### src/hdl/mac_settings.svh
`ifndef MAC_SETTINGS_SVH
`define MAC_SETTINGS_SVH

// frame buffer size in bytes
`define MAC_BUF_DEPTH 512

// preamble bytes ahead of the SFD
`define MAC_PREAMBLE_LEN 2

// deferral timing, in slot ticks
`define MAC_DIFS_TICKS 80
`define MAC_SIFS_TICKS 40
`define MAC_SLOT_TICKS 8
`define MAC_ACK_TIMEOUT 256

// retransmissions before the error count rises
`define MAC_MAX_ATTEMPTS 5
`define MAC_MAX_PAYLOAD 255

// fixed frame bytes
`define MAC_PREAMBLE_BYTE 8'h55
`define MAC_SFD_BYTE 8'hD0

// frame type codes
`define MAC_FT_NOCRC 8'h30
`define MAC_FT_ACKREQ 8'h32
`define MAC_FT_ACK 8'h33

`endif

### src/hdl/mac_pkg.sv
package mac_pkg;

    // one frame or host byte
    typedef logic [7:0] mac_byte_t;

    // frame buffer address
    typedef logic [8:0] buf_addr_t;

    // where the next buffered byte comes from
    typedef enum logic [2:0] {
        SRC_PREAMBLE,
        SRC_SFD,
        SRC_DEST,
        SRC_ACK_DEST,
        SRC_MAC,
        SRC_FTYPE,
        SRC_ACK_FTYPE,
        SRC_HOST
    } byte_src_t;

    // controller orders to the mux and the buffer
    typedef struct packed {
        logic      write_en;
        logic      read_en;
        buf_addr_t write_address;
        buf_addr_t read_address;
        byte_src_t byte_src;
    } buf_ctrl_t;

    // controller orders to the CRC block
    typedef struct packed {
        logic clear;
        logic update;
        logic transmit;
    } crc_ctrl_t;

endpackage

### src/hdl/frame_buffer.sv
`timescale 1ns/1ps
`include "mac_settings.svh"

module frame_buffer import mac_pkg::*; (
    input  logic      clk,
    input  buf_ctrl_t buf_ctrl,
    input  mac_byte_t wr_data,
    output mac_byte_t rd_data
);

    mac_byte_t mem [`MAC_BUF_DEPTH];

    always_ff @(posedge clk) begin
        if (buf_ctrl.write_en)
            mem[buf_ctrl.write_address] <= wr_data;
    end

    // one cycle read latency, holds between reads
    always_ff @(posedge clk) begin
        if (buf_ctrl.read_en)
            rd_data <= mem[buf_ctrl.read_address];
    end

endmodule

### src/hdl/frame_mux.sv
`timescale 1ns/1ps
`include "mac_settings.svh"

module frame_mux import mac_pkg::*; (
    input  logic      clk,
    input  logic      rst,
    input  buf_ctrl_t buf_ctrl,
    input  mac_byte_t host_data,
    input  mac_byte_t mac_addr,
    input  mac_byte_t ack_frame_addr,
    output mac_byte_t wr_data,
    output mac_byte_t frame_type
);

    mac_byte_t host_q;

    // host byte lines up with the registered write order
    always_ff @(posedge clk) begin
        host_q <= host_data;
    end

    always_comb begin
        case (buf_ctrl.byte_src)
            SRC_PREAMBLE:  wr_data = `MAC_PREAMBLE_BYTE;
            SRC_SFD:       wr_data = `MAC_SFD_BYTE;
            SRC_ACK_DEST:  wr_data = ack_frame_addr;
            SRC_MAC:       wr_data = mac_addr;
            SRC_ACK_FTYPE: wr_data = `MAC_FT_ACK;
            default:       wr_data = host_q;
        endcase
    end

    // frame type kept for the controller's CRC and ack decisions
    always_ff @(posedge clk) begin
        if (rst)
            frame_type <= '0;
        else if (buf_ctrl.write_en && buf_ctrl.byte_src == SRC_FTYPE)
            frame_type <= host_q;
        else if (buf_ctrl.write_en && buf_ctrl.byte_src == SRC_ACK_FTYPE)
            frame_type <= `MAC_FT_ACK;
    end

endmodule

### src/hdl/crc_gen.sv
`timescale 1ns/1ps

module crc_gen import mac_pkg::*; (
    input  logic      clk,
    input  logic      rst,
    input  crc_ctrl_t crc_ctrl,
    input  mac_byte_t rd_data,
    output mac_byte_t tx_data
);

    mac_byte_t crc_q;

    // CRC-8, polynomial x^8 + x^2 + x + 1, msb first
    function automatic mac_byte_t crc8_byte(input mac_byte_t crc, input mac_byte_t data);
        mac_byte_t c;
        c = crc ^ data;
        for (int i = 0; i < 8; i++) begin
            if (c[7])
                c = (c << 1) ^ 8'h07;
            else
                c = c << 1;
        end
        return c;
    endfunction

    always_ff @(posedge clk) begin
        if (rst || crc_ctrl.clear)
            crc_q <= '0;
        else if (crc_ctrl.update)
            crc_q <= crc8_byte(crc_q, rd_data);
    end

    // buffer byte, or the check byte at frame end
    assign tx_data = crc_ctrl.transmit ? crc_q : rd_data;

    a_clr_upd: assert property (@(posedge clk) disable iff (rst)
        !(crc_ctrl.clear && crc_ctrl.update));

endmodule

### src/hdl/xmit_controller.sv
`timescale 1ns/1ps
`include "mac_settings.svh"

module xmit_controller import mac_pkg::*; (
    input  logic       clk,
    input  logic       rst,
    input  logic       tick_slot,
    input  logic       tick_tx,
    input  logic       xvalid,
    input  logic       xsend,
    input  logic       mx_rdy,
    input  logic       cardet,
    input  logic       ack_received,
    input  logic       ack_needed,
    input  mac_byte_t  frame_type,
    output buf_ctrl_t  buf_ctrl,
    output crc_ctrl_t  crc_ctrl,
    output logic       mx_valid,
    output logic       xrdy,
    output logic       xbusy,
    output logic       ack_sent,
    output logic [7:0] xerrcnt
);

    localparam buf_addr_t PRE = buf_addr_t'(`MAC_PREAMBLE_LEN);

    typedef enum logic [3:0] {
        IDLE, LOAD_PREAMBLE, LOAD_SFD, LOAD_DEST, LOAD_SRC, LOAD_FTYPE,
        LOAD_PAYLOAD, WAIT_DIFS, WAIT_BACKOFF, TRANSMIT, TRANSMIT_CRC, ACK_WAIT
    } state_t;

    state_t    state, state_next;

    // registered write order, one cycle behind the decision
    logic      wr_en_q;
    buf_addr_t wr_addr_q;
    byte_src_t src_q;

    buf_addr_t wr_ptr, wr_ptr_next, rd_ptr;
    logic [7:0] plen;
    logic [8:0] timer, bo_last;
    logic [4:0] backoff;
    logic [2:0] attempts;
    logic [3:0] rnd;
    logic       ack_mode;
    logic       crc_upd_q, crc_tx_q;

    logic      wr_req;
    byte_src_t wr_src;
    buf_addr_t wr_at;
    logic      rd_go, rd_rst, start_tx;
    logic      tmr_clr, tmr_inc, bo_load;
    logic      att_inc, err_inc, ack_set, ack_done, send_crc, plen_inc;

    // backoff length in slot ticks
    assign bo_last = 9'(backoff * `MAC_SLOT_TICKS) - 9'd1;

    always_comb begin
        state_next = state;
        wr_req     = 1'b0;
        wr_src     = SRC_HOST;
        wr_at      = wr_ptr;
        wr_ptr_next = wr_ptr;
        rd_go      = 1'b0;
        rd_rst     = 1'b0;
        start_tx   = 1'b0;
        tmr_clr    = 1'b0;
        tmr_inc    = 1'b0;
        bo_load    = 1'b0;
        att_inc    = 1'b0;
        err_inc    = 1'b0;
        ack_set    = 1'b0;
        ack_done   = 1'b0;
        send_crc   = 1'b0;
        plen_inc   = 1'b0;
        case (state)
            IDLE: begin
                wr_ptr_next = '0;
                rd_rst      = 1'b1;
                tmr_clr     = 1'b1;
                if (ack_needed && !ack_sent) begin
                    ack_set    = 1'b1;
                    state_next = LOAD_PREAMBLE;
                end else if (xvalid) begin
                    // host destination goes straight to its slot
                    wr_req     = 1'b1;
                    wr_src     = SRC_DEST;
                    wr_at      = PRE + 9'd1;
                    state_next = LOAD_PREAMBLE;
                end
            end
            LOAD_PREAMBLE: begin
                wr_req      = 1'b1;
                wr_src      = SRC_PREAMBLE;
                wr_ptr_next = wr_ptr + 9'd1;
                if (wr_ptr == PRE - 9'd1)
                    state_next = LOAD_SFD;
            end
            LOAD_SFD: begin
                wr_req = 1'b1;
                wr_src = SRC_SFD;
                if (ack_mode) begin
                    wr_ptr_next = wr_ptr + 9'd1;
                    state_next  = LOAD_DEST;
                end else begin
                    // skip the destination already written
                    wr_ptr_next = wr_ptr + 9'd2;
                    state_next  = LOAD_SRC;
                end
            end
            LOAD_DEST: begin
                wr_req      = 1'b1;
                wr_src      = SRC_ACK_DEST;
                wr_ptr_next = wr_ptr + 9'd1;
                state_next  = LOAD_SRC;
            end
            LOAD_SRC: begin
                wr_req      = 1'b1;
                wr_src      = SRC_MAC;
                wr_ptr_next = wr_ptr + 9'd1;
                state_next  = LOAD_FTYPE;
            end
            LOAD_FTYPE: begin
                if (ack_mode) begin
                    wr_req      = 1'b1;
                    wr_src      = SRC_ACK_FTYPE;
                    wr_ptr_next = wr_ptr + 9'd1;
                    state_next  = WAIT_DIFS;
                end else if (xvalid) begin
                    wr_req      = 1'b1;
                    wr_src      = SRC_FTYPE;
                    wr_ptr_next = wr_ptr + 9'd1;
                    state_next  = LOAD_PAYLOAD;
                end
            end
            LOAD_PAYLOAD: begin
                if (xvalid) begin
                    wr_req      = 1'b1;
                    wr_src      = SRC_HOST;
                    wr_ptr_next = wr_ptr + 9'd1;
                    plen_inc    = 1'b1;
                end
                if (xsend || (xvalid && plen == 8'(`MAC_MAX_PAYLOAD - 1)))
                    state_next = WAIT_DIFS;
            end
            WAIT_DIFS: begin
                if (tick_slot) begin
                    if (timer == 9'(`MAC_DIFS_TICKS - 1)) begin
                        tmr_clr = 1'b1;
                        if (cardet) begin
                            bo_load    = 1'b1;
                            state_next = WAIT_BACKOFF;
                        end else begin
                            start_tx   = 1'b1;
                            state_next = TRANSMIT;
                        end
                    end else begin
                        tmr_inc = 1'b1;
                    end
                end
            end
            WAIT_BACKOFF: begin
                if (tick_slot) begin
                    if (timer == bo_last) begin
                        tmr_clr = 1'b1;
                        if (cardet) begin
                            // still busy, draw a fresh backoff
                            bo_load = 1'b1;
                        end else begin
                            start_tx   = 1'b1;
                            state_next = TRANSMIT;
                        end
                    end else begin
                        tmr_inc = 1'b1;
                    end
                end
            end
            TRANSMIT: begin
                if (cardet) begin
                    tmr_clr    = 1'b1;
                    state_next = WAIT_DIFS;
                end else if (tick_tx && mx_rdy) begin
                    rd_go = 1'b1;
                    if (rd_ptr == wr_ptr - 9'd1) begin
                        if (frame_type != `MAC_FT_NOCRC)
                            state_next = TRANSMIT_CRC;
                        else
                            state_next = IDLE;
                    end
                end
            end
            TRANSMIT_CRC: begin
                if (tick_tx && mx_rdy && !cardet) begin
                    send_crc = 1'b1;
                    if (ack_mode) begin
                        ack_done   = 1'b1;
                        state_next = IDLE;
                    end else if (frame_type == `MAC_FT_ACKREQ) begin
                        tmr_clr    = 1'b1;
                        state_next = ACK_WAIT;
                    end else begin
                        state_next = IDLE;
                    end
                end
            end
            ACK_WAIT: begin
                if (tick_slot) begin
                    if (timer == 9'(`MAC_ACK_TIMEOUT - 1)) begin
                        tmr_clr = 1'b1;
                        if (ack_received) begin
                            state_next = IDLE;
                        end else if (attempts == 3'(`MAC_MAX_ATTEMPTS)) begin
                            err_inc    = 1'b1;
                            state_next = IDLE;
                        end else begin
                            att_inc    = 1'b1;
                            state_next = WAIT_DIFS;
                        end
                    end else begin
                        tmr_inc = 1'b1;
                    end
                end
            end
            default: state_next = IDLE;
        endcase
    end

    // free-running backoff source
    always_ff @(posedge clk) begin
        if (rst)
            rnd <= '0;
        else
            rnd <= rnd + 4'd1;
    end

    always_ff @(posedge clk) begin
        if (rst) begin
            state     <= IDLE;
            wr_en_q   <= 1'b0;
            wr_addr_q <= '0;
            src_q     <= SRC_PREAMBLE;
            wr_ptr    <= '0;
            rd_ptr    <= '0;
            plen      <= '0;
            timer     <= '0;
            backoff   <= 5'd1;
            attempts  <= '0;
            xerrcnt   <= '0;
            ack_mode  <= 1'b0;
            mx_valid  <= 1'b0;
            crc_upd_q <= 1'b0;
            crc_tx_q  <= 1'b0;
            ack_sent  <= 1'b0;
        end else begin
            state     <= state_next;
            wr_en_q   <= wr_req;
            wr_addr_q <= wr_at;
            src_q     <= wr_src;
            wr_ptr    <= wr_ptr_next;
            mx_valid  <= rd_go || send_crc;
            // only destination through payload feed the CRC
            crc_upd_q <= rd_go && (rd_ptr > PRE);
            crc_tx_q  <= send_crc;
            ack_sent  <= ack_done;
            if (rd_rst || start_tx)
                rd_ptr <= '0;
            else if (rd_go)
                rd_ptr <= rd_ptr + 9'd1;
            if (state == IDLE)
                plen <= '0;
            else if (plen_inc)
                plen <= plen + 8'd1;
            if (tmr_clr)
                timer <= '0;
            else if (tmr_inc)
                timer <= timer + 9'd1;
            if (bo_load)
                backoff <= {1'b0, rnd} + 5'd1;
            if (state == IDLE)
                attempts <= '0;
            else if (att_inc)
                attempts <= attempts + 3'd1;
            if (err_inc)
                xerrcnt <= xerrcnt + 8'd1;
            if (ack_set)
                ack_mode <= 1'b1;
            else if (state == IDLE)
                ack_mode <= 1'b0;
        end
    end

    always_comb begin
        buf_ctrl.write_en      = wr_en_q;
        buf_ctrl.read_en       = rd_go;
        buf_ctrl.write_address = wr_addr_q;
        buf_ctrl.read_address  = rd_ptr;
        buf_ctrl.byte_src      = src_q;
        crc_ctrl.clear         = start_tx;
        crc_ctrl.update        = crc_upd_q;
        crc_ctrl.transmit      = crc_tx_q;
    end

    assign xbusy = (state != IDLE);
    assign xrdy  = (state == IDLE && !ack_needed)
                || ((state == LOAD_FTYPE || state == LOAD_PAYLOAD) && !ack_mode);

    a_wr_rd_excl: assert property (@(posedge clk) disable iff (rst)
        !(buf_ctrl.write_en && buf_ctrl.read_en));

    // a sent byte follows a qualifying cycle outside IDLE
    a_valid_src: assert property (@(posedge clk) disable iff (rst)
        mx_valid |-> $past(xbusy && tick_tx && mx_rdy && !cardet));

    a_wr_bound: assert property (@(posedge clk) disable iff (rst)
        int'(wr_ptr) <= `MAC_PREAMBLE_LEN + 4 + `MAC_MAX_PAYLOAD);

endmodule

### src/hdl/mac_xmit.sv
`timescale 1ns/1ps

module mac_xmit import mac_pkg::*; (
    input  logic       clk,
    input  logic       rst,
    input  logic       tick_slot,
    input  logic       tick_tx,
    input  mac_byte_t  host_data,
    input  logic       xvalid,
    input  logic       xsend,
    input  logic       mx_rdy,
    input  logic       cardet,
    input  logic       ack_received,
    input  logic       ack_needed,
    input  mac_byte_t  ack_frame_addr,
    input  mac_byte_t  mac_addr,
    output mac_byte_t  tx_data,
    output logic       mx_valid,
    output logic       xrdy,
    output logic       xbusy,
    output logic       ack_sent,
    output logic [7:0] xerrcnt
);

    buf_ctrl_t buf_ctrl;
    crc_ctrl_t crc_ctrl;
    mac_byte_t wr_data;
    mac_byte_t rd_data;
    mac_byte_t frame_type;

    xmit_controller u_ctrl (
        .clk(clk), .rst(rst),
        .tick_slot(tick_slot), .tick_tx(tick_tx),
        .xvalid(xvalid), .xsend(xsend), .mx_rdy(mx_rdy), .cardet(cardet),
        .ack_received(ack_received), .ack_needed(ack_needed),
        .frame_type(frame_type),
        .buf_ctrl(buf_ctrl), .crc_ctrl(crc_ctrl),
        .mx_valid(mx_valid), .xrdy(xrdy), .xbusy(xbusy),
        .ack_sent(ack_sent), .xerrcnt(xerrcnt)
    );

    frame_mux u_mux (
        .clk(clk), .rst(rst), .buf_ctrl(buf_ctrl),
        .host_data(host_data), .mac_addr(mac_addr), .ack_frame_addr(ack_frame_addr),
        .wr_data(wr_data), .frame_type(frame_type)
    );

    frame_buffer u_buf (
        .clk(clk), .buf_ctrl(buf_ctrl), .wr_data(wr_data), .rd_data(rd_data)
    );

    crc_gen u_crc (
        .clk(clk), .rst(rst), .crc_ctrl(crc_ctrl), .rd_data(rd_data), .tx_data(tx_data)
    );

endmodule

### config.mk
export PLATFORM = sky130hd
export DESIGN_NAME = mac_xmit
export DESIGN_NICKNAME = d
export VERILOG_FILES = /design/src/hdl/mac_pkg.sv /design/src/hdl/frame_buffer.sv /design/src/hdl/frame_mux.sv /design/src/hdl/crc_gen.sv /design/src/hdl/xmit_controller.sv /design/src/hdl/mac_xmit.sv
export VERILOG_INCLUDE_DIRS = /design/src /design/src/hdl
export SDC_FILE = /design/constraint.sdc
export NUM_CORES = 2
export LEC_CHECK = 0
export BUFFER_PORTS_ARGS = -buffer_cell sky130_fd_sc_hd__buf_4
export CORE_UTILIZATION = 25
export CTS_CLUSTER_SIZE = 8
export DETAILED_ROUTE_END_ITERATION = 16
export SETUP_SLACK_MARGIN = 0.2
export SLEW_MARGIN = 10
export SYNTH_ARGS = -nofsm -noshare
export SYNTH_HDL_FRONTEND = slang
export SYNTH_SLANG_ARGS = --single-unit
### constraint.sdc
create_clock -name clk -period 53.6 [get_ports clk]
set_input_delay 10.72 -clock clk [delete_from_list [all_inputs] [get_ports clk]]
set_output_delay 10.72 -clock clk [all_outputs]
set_load 0.05 [all_outputs]
## Word-level counts from Yosys, hierarchy flattened

Memories as Yosys holds them, arrays and structs flattened. A register that Yosys moved wholly into a read port is not among the register bits.
Cells that the tools add are included.

| cells by class | value |
|---|---|
| add/sub/neg operators | 11 |
| magnitude comparators | 1 |
| equality and inequality tests | 39 |
| muxes and demuxes | 120 |
| bitwise operators | 11 |
| reduce and logical (&&, ||, !) cells | 32 |

Operators with widths:

| cell | number |
|---|---|
| 8-bit 2-to-1 mux | 17 |
| 4-bit 2-to-1 mux | 21 |
| 9-bit 2-to-1 mux | 6 |
| 1-bit 2-to-1 mux | 53 |
| 4-bit one-hot mux with 12 select lines | 1 |
| 9-bit one-hot mux with 5 select lines | 1 |
| 8-bit one-hot mux with 5 select lines | 1 |
| 3-bit 2-to-1 mux | 13 |
| 9-bit by 1-bit adder with 9-bit output (second input constant) | 3 |
| 3-bit NOT | 8 |
| 9-bit equality test | 2 |
| 3-bit one-hot mux with 6 select lines | 1 |
| 8-bit by 1-bit adder with 8-bit output (second input constant) | 2 |
| 4-bit by 3-bit equality test with 1-bit output (second input constant) | 4 |
| 4-bit equality test (second input constant) | 4 |
| 14-bit AND reduction | 1 |
| 3-bit equality test (second input constant) | 4 |
| 2-bit by 1-bit inequality test with 1-bit output (second input constant) | 6 |
| 3-bit by 2-bit inequality test with 1-bit output (second input constant) | 4 |
| 9-bit by 2-bit adder with 9-bit output (second input constant) | 1 |
| 9-bit by 1-bit equality test with 1-bit output (second input constant) | 1 |
| 9-bit by 7-bit equality test with 1-bit output (second input constant) | 1 |
| 9-bit by 8-bit equality test with 1-bit output (second input constant) | 1 |
| 9-bit by 2-bit greater-than comparator with 1-bit output (second input constant) | 1 |
| 31 further kinds | 57 |

| storage, ports and cells | value |
|---|---|
| register bits after elaboration | 101 |
| RAM bits | 4096 |
| input port bits | 34 |
| logic and storage cells | 235 |
| memories | 1 |

Memory list:

| name | depth | width | rd ports | clocked after Yosys merged registers in | write ports | line | text |
|---|---|---|---|---|---|---|---|
| u_buf.mem | 512 | 8 | 1 | 1 | 1 | frame_buffer.sv:11 | `` mac_byte_t mem [`MAC_BUF_DEPTH]; `` |

## Depth between registers and ports, before layout

| logic depth | value |
|---|---|
| word-level depth | 33 |
| mapped depth | 14 |

## Cells and area by module

A second synthesis with hierarchy kept.

| unflattened totals | value |
|---|---|
| cell total of the unflattened synthesis | 8780 |
| area total of the unflattened synthesis | 166165.6 µm² |

Modules (own cells, without submodules):

| module | instances | cells each | area an instance (µm²) | seq. area each (µm²) |
|---|---|---|---|---|
| frame_buffer | 1 | 8030 | 160007.2 | 123238.2 |
| xmit_controller | 1 | 595 | 4630.7 | 1541.5 |
| frame_mux | 1 | 89 | 839.6 | 320.3 |
| crc_gen | 1 | 66 | 688.2 | 160.2 |

## Least setup slack after synthesis

OpenSTA, ideal clock, no wires.

| timing | value |
|---|---|
| path type | input -> register |
| start | input port ack_frame_addr[0] |
| end | memory u_buf.mem[0][0] in the netlist's numbering (data pin) |
| library setup time | 4.168 ns |
| arrival time | 30.576 ns |
| required time | 49.432 ns |
| slack | 18.856 ns |
| stages on the path | 2 |
| path buffers | 0 |
| path through | a31oi_1 -> o21ai_0 |

| on the way | value |
|---|---|
| longest elaborated chain between the ends | 1 |

RTL lines:

| what | line | text |
|---|---|---|
| from (decl) | mac_xmit.sv:15 | `input mac_byte_t ack_frame_addr,` |
| 8-bit one-hot mux with 5 select lines | frame_mux.sv:23 | `case (buf_ctrl.byte_src)` |
| named net u_buf.wr_data[0] | frame_buffer.sv:7 | `input mac_byte_t wr_data,` |
| to (decl) | frame_buffer.sv:11 |  |

The timed path passes the listed nets, and every way through them passes these cells.

## Worst setup path in the final report

| timing | value |
|---|---|
| start | input port ack_needed |
| end | output port xrdy |

| on the way | value |
|---|---|
| longest elaborated chain between the ends | 3 |

RTL lines:

| what | line | text |
|---|---|---|
| from (decl) | mac_xmit.sv:14 | `input logic ack_needed,` |
| 1-bit zero test | xmit_controller.sv:304 | `assign xrdy = (state == IDLE && !ack_needed)` |
| 1-bit logical AND | xmit_controller.sv:304 |  |
| 1-bit logical OR | xmit_controller.sv:305 | `\|\| ((state == LOAD_FTYPE \|\| state == LOAD_PAYLOAD) && !ack_mode);` |
| to (decl) | mac_xmit.sv:19 | `output logic xrdy,` |

Every way passes these cells.

==> metrics.md <==
| Metric | Value |
|---|---|
| Run status | completed |
| Standard-cell rows | 297 |
| Gr usage total | 13.7% |
| Cts bufs inserted | 596 |
| Area delta synth->final | 16.4% |
| Crit path largest cell delay | 0.23 ns |
| Starting Density | 25.1% |
| Crit path DAT | 11.47 ns |
| Setup bufs post-CTS | 0 |
| Critical path class | primary input to primary output |
| Met3 usage | 3.30% |
| DIE HEIGHT | 813 um |
| Placed Cells | 16300 |
| Area occupied by multi-input gates | 0.0370 mm2 |
| Max-cap viol count | 0 |
| Fillers | 63300 |
| Final setup vio count | 0 |
| PnR Total Power | 0.00834 W |
| Remaining antenna violation count | 0 |
| Worst-path fanout max | 3 |
| Initial DRC Count | 11300 |
| Cts hold-fix bufs | 0 |
| Yosys reg bits | 4205 |
| Hold crit path type | register to register |
| Layout cells sized above 1 | 24.8% |
| Final hold vios | 0 |
| Fin crit period | 22.19 ns |
| Yosys cell types | 86 |
| DRT Pass-1 Iters | 6 |
| Most frequent cell on the critical path | buf_4 |
| Slowest-stage cell, CP | buf_4 |
| Clock root cell | clkbuf_16 |
| Syn avg cell area | 20.8 um2 |
| Fmax | 45.1 MHz |
| Worst endpoint required time | 42.88 ns |
| Fraction of registers with async set/reset | 0% |
| Layout Cells excl Fill | 17000 |
| PostCTS Resize Cnt | 0 |
| CTS tree | built |
| Final WL | 469000 um |
| Number of flops mapped to enable cells by yosys | 4104 |
| Clk Latency, worst-skew pair | 1.07 ns |
| Storage cell area | 0.125 mm2 |
| Busiest layer in global routing | met2 |
| Global-route wire length before repair | 655000 um |
| CORE AREA | 0.655 mm2 |
| Via density | 4.94 |
| Area of the die | 0.661 mm2 |
| Sink Count | 4205 |
| Total number of vias | 84200 |
| Final worst slack | 31.41 ns |
| Global Route met2 Usage | 20.9% |
| Mapped Cells | 7903 |
| Initial antenna violation count | 31 |
| Post-Syn Area | 0.165 mm2 |
| Number of global-route vias before repair | 83500 |
| Post-Route Setup TNS | 0 ns |
| Worst slew pin tran | 1.29 ns |
| Post-DR wirelength/cell | 27.5 um |
| Worst Skew | 0.0606 ns |
| Yosys warns | 0 |
| I/O pin cnt | 54 |
| RSZ-0062 raised after global routing | no |
| Total power per unit cell area | 43.6 mW/mm2 |
| Crit path capture type | primary output |
| H-tree lvl count | 6 |
| Final #Nets | 8315 |
| Clk buf depth | 4 |
| Clock-pin slew on the worst setup and hold paths | 0.05 ns |
| Placement Setup Slack | 31.42 ns |
| Final worst path period share | 41.4% |
| Leakage power | 56.6 nW |
| Worst setup SP type | primary input |
| Pin count of the biggest net entering global routing | 228 |
| Syn nets | 7954 |
| Gpl congestion | 0.814 |
| IO buf count | 53 |
| HPWL Detailed | 276000 um |
| Peak supply drop | 59.3 uV |
| GRT overflow | 0 |
| Top_reg_cell synth | edfxtp_1 |
| Drt drc | 0 |
| Hold WS | 0.465 ns |
| Die width | 813 um |
| Slew Viols, Final | 0 |
| Slew HR | 13.5% |
| Seq/Total Area, Yosys | 76.1% |
| Crit-path cells | buf_4 > nor3_1 > a21oi_1 > nor2_1 > buf_4 |
| GR met1 Demand/Resource | 18.9% |
## final cells by class
class                           instances  area share [%]
Sequential cell                      4205            65.4
Multi-Input combinational cell       3187            19.3
Clock buffer                          639            7.99
Tap cell                             8671            5.67
Timing Repair Buffer                  239            1.04
Clock inverter                         49           0.444
Inverter                               35          0.0804
Antenna cell                           16          0.0209
## cells in the final DEF (no fill, tap or decap), types with 16 or more instances in the layout
| master | instances |
|---|---|
| mux2i_1 | 222 |
| nor2b_1 | 23 |
| a22oi_1 | 110 |
| buf_4 | 223 |
| nand2_1 | 225 |
| o21ai_0 | 67 |
| dfxtp_1 | 92 |
| edfxtp_1 | 4104 |
| buf_12 | 16 |
| xnor2_1 | 45 |
| nor3_1 | 47 |
| a211oi_1 | 37 |
| a221oi_1 | 30 |
| mux4_2 | 1072 |
| and2_1 | 18 |
| o22ai_1 | 54 |
| a21oi_1 | 122 |
| nand3_1 | 68 |
| diode_2 | 16 |
| clkbuf_16 | 605 |
| clkbuf_1 | 32 |
| inv_16 | 16 |
| mux2_2 | 19 |
| xor2_1 | 27 |
| and3_1 | 17 |
| ha_1 | 17 |
| inv_1 | 28 |
| a31oi_1 | 31 |
| nand4_1 | 23 |
| nor2_1 | 654 |
## path summary, 6_finish.rpt
path / cells past startpoint / to / start / slack [ns]
worst max-delay path: 5 / xrdy / ack_needed / 31.41
worst min-delay path: 1 / u_ctrl.rnd[0] / u_ctrl.rnd[0] / 0.47
worst max register to register: 11 / u_buf.rd_data[4] / u_ctrl.rd_ptr[0] / 46.17
worst min register to register: 1 / u_ctrl.rnd[0] / u_ctrl.rnd[0] / 0.47
## report_power, final
part	leakage (nW)	switching, W	total [W]	internal [W]
Clock	7.89	0.00136	0.00336	0.00200
Combinational	11.0	0.000688	0.000765	0.0000776
Sequential	37.8	0.0000179	0.00422	0.00420
## per-stage QoR
| stage | util (%) | cell area (um2) |
|---|---|---|
| floorplan | - | 165000 |
| global placement | 26.8 | 175000 |
| detailed placement | 26.8 | 175000 |
| CTS | 29.2 | 191000 |
| global route | 29.2 | 191000 |
| finish | 29.2 | 191000 |
## worst max-delay path, delay by kind of cell
kind | cells | cell delay, ns
AO/OA/AOI/OAI | 1 | 0.06
AND/OR/NAND/NOR | 2 | 0.33
buffers and inverters | 2 | 0.35
## metal layers
metal,wire (um),up-vias
met5,75,-
met1,189000,45200
met4,18300,10
met2,212000,4733
li1,-,33300
met3,49900,932
## cells by family (layout without fill, tap and decap cells)
| family | Yosys count | after routing | synth area share [%] |
|---|---|---|---|
| AO/OA/AOI/OAI | 593 | 593 | 2.46 |
| XOR/XNOR | 72 | 72 | 0.383 |
| adder cells (fa/ha/maj) | 17 | 17 | 0.129 |
| buffers and inverters | 511 | 962 | 1.63 |
| flip-flops | 4205 | 4205 | 76.1 |
| multiplexers | 1313 | 1313 | 16.2 |
| other | 0 | 16 | 0 |
| AND/OR/NAND/NOR | 1192 | 1192 | 3.11 |
## cell usage after synthesis, types with 38 or more instances
cell type / instances / area [um2]
mux4_2: 1072 / 24100
nand3_1: 72 / 360
edfxtp_1: 4104 / 123000
o21ai_0: 69 / 345
a211oi_1: 38 / 285
nor3_1: 49 / 245
mux2i_1: 222 / 2220
dfxtp_1: 101 / 2020
clkbuf_1: 193 / 724
a21oi_1: 126 / 631
a22oi_1: 111 / 833
o22ai_1: 54 / 338
nand2_1: 239 / 897
buf_2: 132 / 661
xnor2_1: 45 / 394
nor2_1: 665 / 2500
buf_4: 83 / 623
## flip-flops by register name, indices dropped and copies added, names as in the netlist, 9 cells and up
name	count
u_ctrl.timer	9
u_ctrl.wr_ptr	9
u_buf.mem	4096
u_ctrl.rd_ptr	9
u_ctrl.wr_addr_q	9
Note: power is estimated with default switching activity, not from simulation.
